### src/logic/ooo_pkg.sv
`default_nettype none

package ooo_pkg;

    typedef logic [31:0] data_t;
    typedef logic [4:0]  reg_idx_t;

    // Tag 0 means the value is already in the register file
    typedef logic [4:0]  tag_t;

    localparam int MAX_ROB = 15;

    typedef enum logic [3:0] {
        OP_ADD  = 4'd0,
        OP_SUB  = 4'd1,
        OP_AND  = 4'd2,
        OP_OR   = 4'd3,
        OP_XOR  = 4'd4,
        OP_SLT  = 4'd5,
        OP_ADDI = 4'd6,
        OP_SLL  = 4'd7,
        OP_SRL  = 4'd8
    } alu_op_e;

    typedef struct packed {
        alu_op_e    op;
        reg_idx_t   rd;
        reg_idx_t   rs;
        reg_idx_t   rt;
        logic [4:0] shamt;
        logic [7:0] pad;
    } r_fmt_t;

    typedef struct packed {
        alu_op_e     op;
        reg_idx_t    rd;
        reg_idx_t    rs;
        logic [17:0] imm;
    } i_fmt_t;

    // op, rd and rs sit in the same bits in both views
    typedef union packed {
        r_fmt_t r;
        i_fmt_t i;
    } instr_u;

endpackage

`default_nettype wire

### src/logic/alu_issue_if.sv
`timescale 1ns/1ps
`default_nettype none

interface alu_issue_if;
    logic             valid;
    ooo_pkg::alu_op_e op;
    ooo_pkg::tag_t    tag;
    ooo_pkg::data_t   a;
    ooo_pkg::data_t   b;
    logic [4:0]       shamt;
    logic             ready;

    // Station side
    modport source (
        output valid, op, tag, a, b, shamt,
        input  ready
    );

    // Execution unit side
    modport sink (
        input  valid, op, tag, a, b, shamt,
        output ready
    );
endinterface

`default_nettype wire

### src/logic/rob_read_if.sv
`timescale 1ns/1ps
`default_nettype none

interface rob_read_if;
    ooo_pkg::tag_t  tag1;
    ooo_pkg::tag_t  tag2;
    logic           ready1;
    logic           ready2;
    ooo_pkg::data_t value1;
    ooo_pkg::data_t value2;

    // Tags come from the rename table
    modport request (
        output tag1, tag2,
        input  ready1, ready2, value1, value2
    );

    // Combinational answer from the reorder buffer
    modport reply (
        input  tag1, tag2,
        output ready1, ready2, value1, value2
    );
endinterface

`default_nettype wire

### src/logic/rename_regfile.sv
`timescale 1ns/1ps
`default_nettype none

module rename_regfile (
    input  logic              clk,
    input  logic              rst,
    input  logic              dispatch,
    input  ooo_pkg::instr_u   instr,
    input  ooo_pkg::tag_t     alloc_tag,
    output ooo_pkg::data_t    rs_val,
    output ooo_pkg::data_t    rt_val,
    output ooo_pkg::tag_t     rs_tag,
    output ooo_pkg::tag_t     rt_tag,
    input  logic              commit_valid,
    input  ooo_pkg::reg_idx_t commit_rd,
    input  ooo_pkg::tag_t     commit_tag,
    input  ooo_pkg::data_t    commit_data
);
    ooo_pkg::data_t    regs [32];
    ooo_pkg::tag_t     tags [32];
    ooo_pkg::reg_idx_t dst;

    assign dst = instr.r.rd;

    // Entry 0 is never written, so r0 reads zero with no producer
    assign rs_val = regs[instr.r.rs];
    assign rt_val = regs[instr.r.rt];
    assign rs_tag = tags[instr.r.rs];
    assign rt_tag = tags[instr.r.rt];

    always_ff @(posedge clk or posedge rst) begin
        if (rst) begin
            for (int i = 0; i < 32; i++) begin
                regs[i] <= '0;
                tags[i] <= '0;
            end
        end else begin
            if (commit_valid && commit_rd != '0) begin
                regs[commit_rd] <= commit_data;
                // Only drop the tag if no younger writer renamed it meanwhile
                if (tags[commit_rd] == commit_tag)
                    tags[commit_rd] <= '0;
            end
            // Later assignment, so a new producer beats the clear above
            if (dispatch && dst != '0)
                tags[dst] <= alloc_tag;
        end
    end

endmodule

`default_nettype wire

### src/logic/reorder_buffer.sv
`timescale 1ns/1ps
`default_nettype none

module reorder_buffer #(
    parameter int ROB_DEPTH = 8
) (
    input  logic              clk,
    input  logic              rst,
    input  logic              dispatch,
    input  ooo_pkg::reg_idx_t rd,
    output ooo_pkg::tag_t     alloc_tag,
    output logic              full,
    input  logic              cdb_valid,
    input  ooo_pkg::tag_t     cdb_tag,
    input  ooo_pkg::data_t    cdb_data,
    rob_read_if.reply         rd_port,
    output logic              commit_valid,
    output ooo_pkg::reg_idx_t commit_rd,
    output ooo_pkg::tag_t     commit_tag,
    output ooo_pkg::data_t    commit_data
);
    localparam int IDX_W = $clog2(ROB_DEPTH);
    localparam int CNT_W = $clog2(ROB_DEPTH + 1);

    logic [IDX_W-1:0]     head;
    logic [IDX_W-1:0]     tail;
    logic [CNT_W-1:0]     count;
    logic [ROB_DEPTH-1:0] ent_rdy;
    ooo_pkg::reg_idx_t    ent_rd  [ROB_DEPTH];
    ooo_pkg::data_t       ent_val [ROB_DEPTH];
    logic [IDX_W-1:0]     cdb_idx;
    logic [IDX_W-1:0]     idx1;
    logic [IDX_W-1:0]     idx2;

    // Entry k answers to tag k+1
    function automatic logic [IDX_W-1:0] tag_to_idx(input ooo_pkg::tag_t t);
        return IDX_W'(t - 1'b1);
    endfunction

    function automatic logic [IDX_W-1:0] wrap_inc(input logic [IDX_W-1:0] p);
        return (p == IDX_W'(ROB_DEPTH - 1)) ? '0 : p + 1'b1;
    endfunction

    assign full      = (count == CNT_W'(ROB_DEPTH));
    assign alloc_tag = ooo_pkg::tag_t'(tail) + 1'b1;
    assign cdb_idx   = tag_to_idx(cdb_tag);

    // Head retires once its result has landed
    assign commit_valid = (count != '0) && ent_rdy[head];
    assign commit_rd    = ent_rd[head];
    assign commit_tag   = ooo_pkg::tag_t'(head) + 1'b1;
    assign commit_data  = ent_val[head];

    // Operand lookup for the station
    assign idx1           = tag_to_idx(rd_port.tag1);
    assign idx2           = tag_to_idx(rd_port.tag2);
    assign rd_port.ready1 = (rd_port.tag1 != '0) && ent_rdy[idx1];
    assign rd_port.ready2 = (rd_port.tag2 != '0) && ent_rdy[idx2];
    assign rd_port.value1 = ent_val[idx1];
    assign rd_port.value2 = ent_val[idx2];

    always_ff @(posedge clk or posedge rst) begin
        if (rst) begin
            head    <= '0;
            tail    <= '0;
            count   <= '0;
            ent_rdy <= '0;
        end else begin
            if (cdb_valid)
                ent_rdy[cdb_idx] <= 1'b1;
            // Freed entry leaves not ready for its next owner
            if (commit_valid) begin
                ent_rdy[head] <= 1'b0;
                head          <= wrap_inc(head);
            end
            if (dispatch)
                tail <= wrap_inc(tail);
            case ({dispatch, commit_valid})
                2'b10:   count <= count + 1'b1;
                2'b01:   count <= count - 1'b1;
                default: count <= count;
            endcase
        end
    end

    always_ff @(posedge clk) begin
        if (dispatch)
            ent_rd[tail] <= rd;
        if (cdb_valid)
            ent_val[cdb_idx] <= cdb_data;
    end

endmodule

`default_nettype wire

### src/logic/reservation_station.sv
`timescale 1ns/1ps
`default_nettype none

module reservation_station #(
    parameter int RS_DEPTH = 4
) (
    input  logic            clk,
    input  logic            rst,
    input  logic            dispatch,
    input  ooo_pkg::instr_u instr,
    input  ooo_pkg::tag_t   alloc_tag,
    input  ooo_pkg::data_t  rs_val,
    input  ooo_pkg::data_t  rt_val,
    input  ooo_pkg::tag_t   rs_tag,
    input  ooo_pkg::tag_t   rt_tag,
    rob_read_if.request     rob_rd,
    input  logic            cdb_valid,
    input  ooo_pkg::tag_t   cdb_tag,
    input  ooo_pkg::data_t  cdb_data,
    output logic            full,
    alu_issue_if.source     issue
);
    localparam int SLOT_W = (RS_DEPTH > 1) ? $clog2(RS_DEPTH) : 1;

    logic [RS_DEPTH-1:0] busy;
    ooo_pkg::alu_op_e    s_op    [RS_DEPTH];
    ooo_pkg::tag_t       s_dst   [RS_DEPTH];
    ooo_pkg::data_t      s_a     [RS_DEPTH];
    ooo_pkg::data_t      s_b     [RS_DEPTH];
    ooo_pkg::tag_t       s_a_tag [RS_DEPTH];
    ooo_pkg::tag_t       s_b_tag [RS_DEPTH];
    logic [4:0]          s_shamt [RS_DEPTH];

    logic [SLOT_W-1:0] free_idx;
    logic [SLOT_W-1:0] sel_idx;
    logic              sel_found;
    ooo_pkg::alu_op_e  d_op;
    ooo_pkg::data_t    d_a;
    ooo_pkg::data_t    d_b;
    ooo_pkg::tag_t     d_a_tag;
    ooo_pkg::tag_t     d_b_tag;

    // Register file, then reorder buffer, then this cycle's broadcast
    function automatic void resolve(
        input  ooo_pkg::tag_t  src_tag,
        input  ooo_pkg::data_t reg_val,
        input  logic           rob_ready,
        input  ooo_pkg::data_t rob_val,
        output ooo_pkg::data_t val,
        output ooo_pkg::tag_t  wait_tag
    );
        val      = reg_val;
        wait_tag = '0;
        if (src_tag != '0) begin
            if (rob_ready)
                val = rob_val;
            else if (cdb_valid && cdb_tag == src_tag)
                val = cdb_data;
            else
                wait_tag = src_tag;
        end
    endfunction

    assign d_op        = instr.r.op;
    assign full        = &busy;
    assign rob_rd.tag1 = rs_tag;
    assign rob_rd.tag2 = rt_tag;

    always_comb begin
        resolve(rs_tag, rs_val, rob_rd.ready1, rob_rd.value1, d_a, d_a_tag);
        resolve(rt_tag, rt_val, rob_rd.ready2, rob_rd.value2, d_b, d_b_tag);
        if (d_op == ooo_pkg::OP_ADDI) begin
            d_b     = {{14{instr.i.imm[17]}}, instr.i.imm};
            d_b_tag = '0;
        end else if (d_op == ooo_pkg::OP_SLL || d_op == ooo_pkg::OP_SRL) begin
            d_b     = '0;
            d_b_tag = '0;
        end
    end

    // Walk downwards so the lowest index wins for both searches
    always_comb begin
        free_idx  = '0;
        sel_idx   = '0;
        sel_found = 1'b0;
        for (int i = RS_DEPTH - 1; i >= 0; i--) begin
            if (!busy[i])
                free_idx = SLOT_W'(i);
            if (busy[i] && s_a_tag[i] == '0 && s_b_tag[i] == '0) begin
                sel_idx   = SLOT_W'(i);
                sel_found = 1'b1;
            end
        end
    end

    assign issue.valid = sel_found;
    assign issue.op    = s_op[sel_idx];
    assign issue.tag   = s_dst[sel_idx];
    assign issue.a     = s_a[sel_idx];
    assign issue.b     = s_b[sel_idx];
    assign issue.shamt = s_shamt[sel_idx];

    always_ff @(posedge clk or posedge rst) begin
        if (rst) begin
            busy <= '0;
        end else begin
            if (issue.valid && issue.ready)
                busy[sel_idx] <= 1'b0;
            if (dispatch)
                busy[free_idx] <= 1'b1;
        end
    end

    always_ff @(posedge clk) begin
        for (int i = 0; i < RS_DEPTH; i++) begin
            if (cdb_valid && s_a_tag[i] != '0 && s_a_tag[i] == cdb_tag) begin
                s_a[i]     <= cdb_data;
                s_a_tag[i] <= '0;
            end
            if (cdb_valid && s_b_tag[i] != '0 && s_b_tag[i] == cdb_tag) begin
                s_b[i]     <= cdb_data;
                s_b_tag[i] <= '0;
            end
        end
        if (dispatch) begin
            s_op[free_idx]    <= d_op;
            s_dst[free_idx]   <= alloc_tag;
            s_a[free_idx]     <= d_a;
            s_b[free_idx]     <= d_b;
            s_a_tag[free_idx] <= d_a_tag;
            s_b_tag[free_idx] <= d_b_tag;
            s_shamt[free_idx] <= instr.r.shamt;
        end
    end

endmodule

`default_nettype wire

### src/logic/exec_unit.sv
`timescale 1ns/1ps
`default_nettype none

module exec_unit (
    input  logic           clk,
    input  logic           rst,
    alu_issue_if.sink      issue,
    output logic           cdb_valid,
    output ooo_pkg::tag_t  cdb_tag,
    output ooo_pkg::data_t cdb_data
);
    localparam logic [1:0] IDLE  = 2'd0;
    localparam logic [1:0] SHIFT = 2'd1;
    localparam logic [1:0] DONE  = 2'd2;

    logic [1:0]       state;
    logic [4:0]       steps;
    ooo_pkg::data_t   acc;
    ooo_pkg::data_t   alu_res;
    ooo_pkg::tag_t    tag_q;
    ooo_pkg::alu_op_e op_q;
    logic             is_shift;
    logic             accept;

    assign issue.ready = (state == IDLE);
    assign accept      = issue.valid && issue.ready;
    assign is_shift    = (issue.op == ooo_pkg::OP_SLL) || (issue.op == ooo_pkg::OP_SRL);

    always_comb begin
        case (issue.op)
            ooo_pkg::OP_ADD:  alu_res = issue.a + issue.b;
            ooo_pkg::OP_ADDI: alu_res = issue.a + issue.b;
            ooo_pkg::OP_SUB:  alu_res = issue.a - issue.b;
            ooo_pkg::OP_AND:  alu_res = issue.a & issue.b;
            ooo_pkg::OP_OR:   alu_res = issue.a | issue.b;
            ooo_pkg::OP_XOR:  alu_res = issue.a ^ issue.b;
            ooo_pkg::OP_SLT:  alu_res = {31'd0, $signed(issue.a) < $signed(issue.b)};
            // Shifts load the unshifted operand and step it later
            ooo_pkg::OP_SLL:  alu_res = issue.a;
            ooo_pkg::OP_SRL:  alu_res = issue.a;
            default:          alu_res = '0;
        endcase
    end

    always_ff @(posedge clk or posedge rst) begin
        if (rst) begin
            state <= IDLE;
            steps <= '0;
        end else begin
            case (state)
                IDLE: begin
                    if (accept) begin
                        steps <= issue.shamt;
                        // shamt of 0 needs no shift cycles at all
                        state <= (is_shift && issue.shamt != '0) ? SHIFT : DONE;
                    end
                end
                SHIFT: begin
                    steps <= steps - 1'b1;
                    if (steps == 5'd1)
                        state <= DONE;
                end
                default: begin
                    state <= IDLE;
                end
            endcase
        end
    end

    always_ff @(posedge clk) begin
        if (accept) begin
            acc   <= alu_res;
            tag_q <= issue.tag;
            op_q  <= issue.op;
        end else if (state == SHIFT) begin
            acc <= (op_q == ooo_pkg::OP_SLL) ? acc << 1 : acc >> 1;
        end
    end

    // One broadcast cycle per accepted operation
    assign cdb_valid = (state == DONE);
    assign cdb_tag   = tag_q;
    assign cdb_data  = acc;

endmodule

`default_nettype wire

### src/logic/ooo_core.sv
`timescale 1ns/1ps
`default_nettype none

module ooo_core #(
    parameter int ROB_DEPTH = 8,
    parameter int RS_DEPTH  = 4
) (
    input  logic              clk,
    input  logic              rst,
    input  logic              dispatch,
    input  logic [31:0]       instr,
    output logic              full,
    output logic              commit_valid,
    output ooo_pkg::reg_idx_t commit_rd,
    output ooo_pkg::data_t    commit_data
);
    ooo_pkg::instr_u instr_w;
    logic            accept;
    logic            rob_full;
    logic            rs_full;
    ooo_pkg::tag_t   alloc_tag;
    ooo_pkg::tag_t   rs_tag;
    ooo_pkg::tag_t   rt_tag;
    ooo_pkg::tag_t   commit_tag;
    ooo_pkg::data_t  rs_val;
    ooo_pkg::data_t  rt_val;
    logic            cdb_valid;
    ooo_pkg::tag_t   cdb_tag;
    ooo_pkg::data_t  cdb_data;

    alu_issue_if issue_bus ();
    rob_read_if  rob_bus ();

    assign instr_w = instr;
    assign full    = rob_full | rs_full;
    // A strobe while full is dropped here
    assign accept  = dispatch && !full;

    rename_regfile regfile_i (
        .clk          (clk),
        .rst          (rst),
        .dispatch     (accept),
        .instr        (instr_w),
        .alloc_tag    (alloc_tag),
        .rs_val       (rs_val),
        .rt_val       (rt_val),
        .rs_tag       (rs_tag),
        .rt_tag       (rt_tag),
        .commit_valid (commit_valid),
        .commit_rd    (commit_rd),
        .commit_tag   (commit_tag),
        .commit_data  (commit_data)
    );

    reorder_buffer #(.ROB_DEPTH(ROB_DEPTH)) rob_i (
        .clk          (clk),
        .rst          (rst),
        .dispatch     (accept),
        .rd           (instr_w.r.rd),
        .alloc_tag    (alloc_tag),
        .full         (rob_full),
        .cdb_valid    (cdb_valid),
        .cdb_tag      (cdb_tag),
        .cdb_data     (cdb_data),
        .rd_port      (rob_bus.reply),
        .commit_valid (commit_valid),
        .commit_rd    (commit_rd),
        .commit_tag   (commit_tag),
        .commit_data  (commit_data)
    );

    reservation_station #(.RS_DEPTH(RS_DEPTH)) rs_i (
        .clk       (clk),
        .rst       (rst),
        .dispatch  (accept),
        .instr     (instr_w),
        .alloc_tag (alloc_tag),
        .rs_val    (rs_val),
        .rt_val    (rt_val),
        .rs_tag    (rs_tag),
        .rt_tag    (rt_tag),
        .rob_rd    (rob_bus.request),
        .cdb_valid (cdb_valid),
        .cdb_tag   (cdb_tag),
        .cdb_data  (cdb_data),
        .full      (rs_full),
        .issue     (issue_bus.source)
    );

    exec_unit exec_i (
        .clk       (clk),
        .rst       (rst),
        .issue     (issue_bus.sink),
        .cdb_valid (cdb_valid),
        .cdb_tag   (cdb_tag),
        .cdb_data  (cdb_data)
    );

endmodule

`default_nettype wire

### config.mk
export PLATFORM = sky130hd
export DESIGN_NAME = ooo_core
export DESIGN_NICKNAME = d
export VERILOG_FILES = /design/src/logic/ooo_pkg.sv /design/src/logic/alu_issue_if.sv /design/src/logic/rob_read_if.sv /design/src/logic/rename_regfile.sv /design/src/logic/reorder_buffer.sv /design/src/logic/reservation_station.sv /design/src/logic/exec_unit.sv /design/src/logic/ooo_core.sv
export SDC_FILE = /design/constraint.sdc
export NUM_CORES = 2
export LEC_CHECK = 0
export ABC_CLOCK_PERIOD_IN_PS = 56800
export BUFFER_PORTS_ARGS = -buffer_cell sky130_fd_sc_hd__buf_2
export CAP_MARGIN = 20
export CORE_UTILIZATION = 45
export DETAILED_ROUTE_END_ITERATION = 16
export SLEW_MARGIN = 30
export SYNTH_ARGS = -nofsm -noshare
export SYNTH_HDL_FRONTEND = slang
export SYNTH_SLANG_ARGS = --single-unit
### constraint.sdc
create_clock -name clk -period 56.8 [get_ports clk]
set_input_delay 11.36 -clock clk [delete_from_list [all_inputs] [get_ports clk]]
set_output_delay 11.36 -clock clk [all_outputs]
set_load 0.02 [all_outputs]
==> impl_table.tex <==
\begin{tabular}{lr}
\hline
Metric & Value \\
\hline
\multicolumn{2}{l}{\textbf{Die}} \\
\quad Std cell rows & 175 \\
\quad Height of the die & 480 um \\
\quad Starting density of the core & 45.2\% \\
\quad Number of top-level pins & 74 \\
\quad Floorplan die width & around 480 um \\
\quad Core area & 227000 um\^{}2 \\
\quad Die area & $\sim$230000 um\^{}2 \\
\multicolumn{2}{l}{\textbf{GRT}} \\
\quad Number of antenna violations at the first check in global routing & 10 \\
\quad Wire length of the first global-routing pass & 506 mm \\
\quad Number of global-route vias before repair & between 70k and 80k \\
\quad Pin count of the biggest net entering global routing & 179 \\
\quad Overall fraction of global-route tracks in use & 29.7\% \\
\quad Sum of overflow across all layers after global routing & 0 \\
\multicolumn{2}{l}{\textbf{Clocking}} \\
\quad Maximum level of the CTS H-tree & 4 \\
\quad Number of gates given a new drive strength after cts & 0 \\
\quad Root buf cell & sky130\_fd\_sc\_hd\_\_clkbuf\_16 \\
\quad Post-CTS Hold Buffers & 0 \\
\quad Clk\_lat worst skew & 0.87 ns \\
\quad CTS tree & built \\
\quad Number of setup buffers added after CTS & 0 \\
\quad CTS sink count & 1897 \\
\quad Clock-pin slew on the worst setup and hold paths & 0.06 ns \\
\quad Number of buffers added by the clock tree synthesis step & between 200 and 250 \\
\quad Maximum number of buffers from clock root to sink & 3 \\
\multicolumn{2}{l}{\textbf{Detailed routing}} \\
\quad Via count & 76.8k \\
\quad Detailed Route Iter0 Violations & 9794 \\
\quad Post-DR vias/cell & 6.49 \\
\quad Antenna viol nets, final & 0 \\
\quad Remaining routing DRC violations & 0 \\
\quad Wire length per cell after detailed routing & about 29 um \\
\quad Count of TritonRoute iterations in the first routing pass & 8 \\
\quad Total wire length & 342 mm \\
\multicolumn{2}{l}{\textbf{Worst setup path}} \\
\quad Max FO, Critical Path & 52 \\
\quad Required arrival time at the worst endpoint & between 50 and 60 ns \\
\quad Worst Path Arrival & 18.15 ns \\
\quad Worst Setup End Kind & flop \\
\quad Setup CP Type & in2reg \\
\quad CP startpoint kind & input port \\
\multicolumn{2}{l}{\textbf{Yosys}} \\
\quad Cell area after synthesis & 103000 um\^{}2 \\
\quad Post-synthesis sequential area ratio & 49.5\% \\
\quad Yosys synthesis warning count & 0 \\
\quad Flip-flop and latch count after synthesis & roughly 1.9k \\
\quad Most numerous cell in the Yosys netlist & sky130\_fd\_sc\_hd\_\_nor2\_1 \\
\quad Syn Inst Count & 9042 \\
\quad Post-synth cell types & 91 \\
\quad Main area contributors after synthesis & sky130\_fd\_sc\_hd\_\_dfrtp\_1 30\%, sky130\_fd\_sc\_hd\_\_edfxtp\_1 20\%, sky130\_fd\_sc\_hd\_\_mux4\_2 18\% \\
\quad Synthesized net count & a little over 9k \\
\quad Post-synth EDFFs & 684 \\
\quad Leading post-synthesis cells by instance count & 1313 x sky130\_fd\_sc\_hd\_\_nor2\_1, 1213 x sky130\_fd\_sc\_hd\_\_dfrtp\_1, 816 x sky130\_fd\_sc\_hd\_\_mux4\_2, 815 x sky130\_fd\_sc\_hd\_\_a21oi\_1, 795 x sky130\_fd\_sc\_hd\_\_nand2\_1 \\
\quad Yosys top cell by area & sky130\_fd\_sc\_hd\_\_dfrtp\_1 \\
\quad Primary FF master, synth & sky130\_fd\_sc\_hd\_\_dfrtp\_1 \\
\quad Mean post-synth cell area & 11.4 um\^{}2 \\
\quad Share of Yosys cell area claimed by the top area cell type & 29.5\% \\
\quad Fraction of registers with async set or reset after synthesis & a little under two thirds \\
\multicolumn{2}{l}{\textbf{Timing}} \\
\quad Unrepaired setup endpoints after global routing & no \\
\quad Share of the cycle needed by the critical path after routing & 31.0\% \\
\quad Largest clock skew in the final design & about 0.033 ns \\
\quad Final total negative setup slack & 0 ns \\
\quad Number of slew-limit violations in the final report & 0 \\
\quad Achievable clock frequency & 56.8 MHz \\
\quad Final number of hold-violating endpoints & 0 \\
\quad Minimum clock period & 17.59 ns \\
\quad Actual slew at the worst max-slew pin & 1.04 ns \\
\quad Final setup vio count & 0 \\
\quad Worst slew slack as a fraction of its limit & 30.7\% \\
\multicolumn{2}{l}{\textbf{Layout}} \\
\quad Net count, final & 8819 \\
\quad Area grow syn2layout & 10.2\% \\
\quad Fraction of final layout cells with drive strength greater than 1 & 18.9\% \\
\quad Share of the core filled with cells in the final layout & 49.9\% \\
\multicolumn{2}{l}{\textbf{Power}} \\
\quad Maximum ir drop on the vdd rail & between 0.03 and 0.04 mV \\
\quad Power per Cell Area & 48.1 nW/um\^{}2 \\
\quad Static leakage & 0.0450 uW \\
\multicolumn{2}{l}{\textbf{Placement}} \\
\quad Last weighted congestion value of the routability-driven placer & between 0.9 and 1 \\
\quad Detailed placement HPWL & 213 mm \\
\quad PortBufs & 73 \\
\multicolumn{2}{l}{\textbf{Job}} \\
\quad Max Cap Violations & 0 \\
\multicolumn{2}{l}{\textbf{Outcome}} \\
\quad Result of the run & completed \\
\multicolumn{2}{l}{\textbf{Min path}} \\
\quad Worst min path class & reg2reg \\
\hline
\end{tabular}
-- critical path: stages --
cell and delay [ns]:
sky130_fd_sc_hd__clkbuf_8 0.59, sky130_fd_sc_hd__buf_4 0.69, sky130_fd_sc_hd__mux4_2 0.41, sky130_fd_sc_hd__a22o_1 0.21
sky130_fd_sc_hd__a31oi_1 0.17, sky130_fd_sc_hd__and3_4 0.67, sky130_fd_sc_hd__ha_1 0.38, sky130_fd_sc_hd__xor2_4 0.14
sky130_fd_sc_hd__buf_4 0.68, sky130_fd_sc_hd__mux4_2 0.59, sky130_fd_sc_hd__mux2_2 0.57, sky130_fd_sc_hd__or2_1 0.71
sky130_fd_sc_hd__o221ai_1 0.35, sky130_fd_sc_hd__a21boi_1 0.35, sky130_fd_sc_hd__a21oi_1 0.13
-- power by group --
part | switching, uW | internal, uW | total, uW | leakage, uW
clock network | 584 | 823 | 1410 | 0.00345
registers | 267 | 1740 | 2000 | 0.0228
logic | 1260 | 776 | 2030 | 0.0187
-- sequential cells by signal, summed over array words and instances, names as in the netlist, 5 cells and up --
| register | flops |
|---|---|
| regfile_i.regs | 1024 |
| rob_i.ent_val | 256 |
| regfile_i.tags | 160 |
| rs_i.s_a | 128 |
| rs_i.s_b | 128 |
| rob_i.ent_rd | 40 |
| exec_i.cdb_data | 32 |
| rs_i.s_a_tag | 20 |
| rs_i.s_b_tag | 20 |
| rs_i.s_shamt | 20 |
| rs_i.s_dst | 16 |
| rs_i.s_op | 16 |
| rob_i.ent_rdy | 8 |
| exec_i.steps | 5 |
-- through the flow --
stage          setup slack (ns)  hold slack [ns]  instances  area (um^2)  total power [uW]
2_1_floorplan             11.26            0.441       9042       103000              3320
3_3_place_gp              38.41            0.376      11449       106000              3940
3_5_place_dp              38.34            0.383      11454       106000              4000
4_1_cts                   39.24            0.397      11833       113000              5410
5_1_grt                   38.97            0.413      11839       113000              5690
6_report                  39.21            0.393      11841       113000              5440
-- layout make-up --
class	count	area (um^2)
sequential	1897	50900
clock inverter	104	1420
multi-input combinational	6077	48400
antenna	3	7.51
fill	19745	114000
clock buffer	275	5670
timing repair buffer	292	2380
inverter	184	711
tap	3009	3760
-- layer usage --
layer / vias up / wire length, um / track usage [%]
met1: 39239 / 136000 / 40.8
li1: 32728 / - / -
met5: - / 149 / 0
met2: 4127 / 158000 / 46.0
met3: 695 / 36100 / 6.89
met4: 6 / 12000 / 10.9
-- placed cells by master (no fill, tap or decap), types with 21 or more instances in the layout --
master,instances
sky130_fd_sc_hd__nor2_1,1289
sky130_fd_sc_hd__dfrtp_1,1213
sky130_fd_sc_hd__mux4_2,816
sky130_fd_sc_hd__a21oi_1,814
sky130_fd_sc_hd__nand2_1,786
sky130_fd_sc_hd__edfxtp_1,684
sky130_fd_sc_hd__o21ai_0,647
sky130_fd_sc_hd__mux2i_1,231
sky130_fd_sc_hd__clkbuf_16,204
sky130_fd_sc_hd__buf_4,191
sky130_fd_sc_hd__inv_1,173
sky130_fd_sc_hd__ha_1,123
sky130_fd_sc_hd__a22oi_1,99
sky130_fd_sc_hd__a211oi_1,95
sky130_fd_sc_hd__o22ai_1,90
sky130_fd_sc_hd__buf_2,63
sky130_fd_sc_hd__nor3_1,62
sky130_fd_sc_hd__and3_1,60
sky130_fd_sc_hd__a31oi_1,59
sky130_fd_sc_hd__o221ai_1,55
sky130_fd_sc_hd__mux2_2,53
sky130_fd_sc_hd__nor2b_1,50
sky130_fd_sc_hd__nand3_1,48
sky130_fd_sc_hd__xnor2_1,48
sky130_fd_sc_hd__nor4_1,42
sky130_fd_sc_hd__clkbuf_1,41
sky130_fd_sc_hd__a221oi_1,40
sky130_fd_sc_hd__clkinv_2,37
sky130_fd_sc_hd__a22o_1,33
sky130_fd_sc_hd__clkbuf_8,31
sky130_fd_sc_hd__nand2b_1,28
sky130_fd_sc_hd__and2_1,28
sky130_fd_sc_hd__or3_1,28
sky130_fd_sc_hd__bufinv_16,26
sky130_fd_sc_hd__a21bo_2,24
sky130_fd_sc_hd__nor2_4,23
sky130_fd_sc_hd__a21o_1,21
-- final timing paths --
kind / from / endpoint / slack, ns / cells after the start
worst min-delay path: regfile_i.regs[1018] / regfile_i.regs[1018] / 0.39 / 0
min in group asynchronous: rst / regfile_i.regs[120] / 10.58 / 2
worst max-delay path: instr[15] / rs_i.s_b[0][4] / 39.21 / 15
max in group asynchronous: rst / regfile_i.regs[615] / 42.86 / 7
worst min register to register: regfile_i.regs[1018] / regfile_i.regs[1018] / 0.39 / 0
worst max register to register: rs_i.s_b_tag[1][4] / exec_i.cdb_data[0] / 49.19 / 21
-- cells by family after synthesis --
group,count (synthesis),synth area share (%)
AO/OA/AOI/OAI,2183,12.8
XOR/XNOR,66,0.577
adder cells (fa/ha/maj),130,1.61
buffers and inverters,1068,4.06
flip-flops,1897,49.5
multiplexers,1103,20.7
AND/OR/NAND/NOR,2595,10.7
Power figures use the tool's default switching activity.
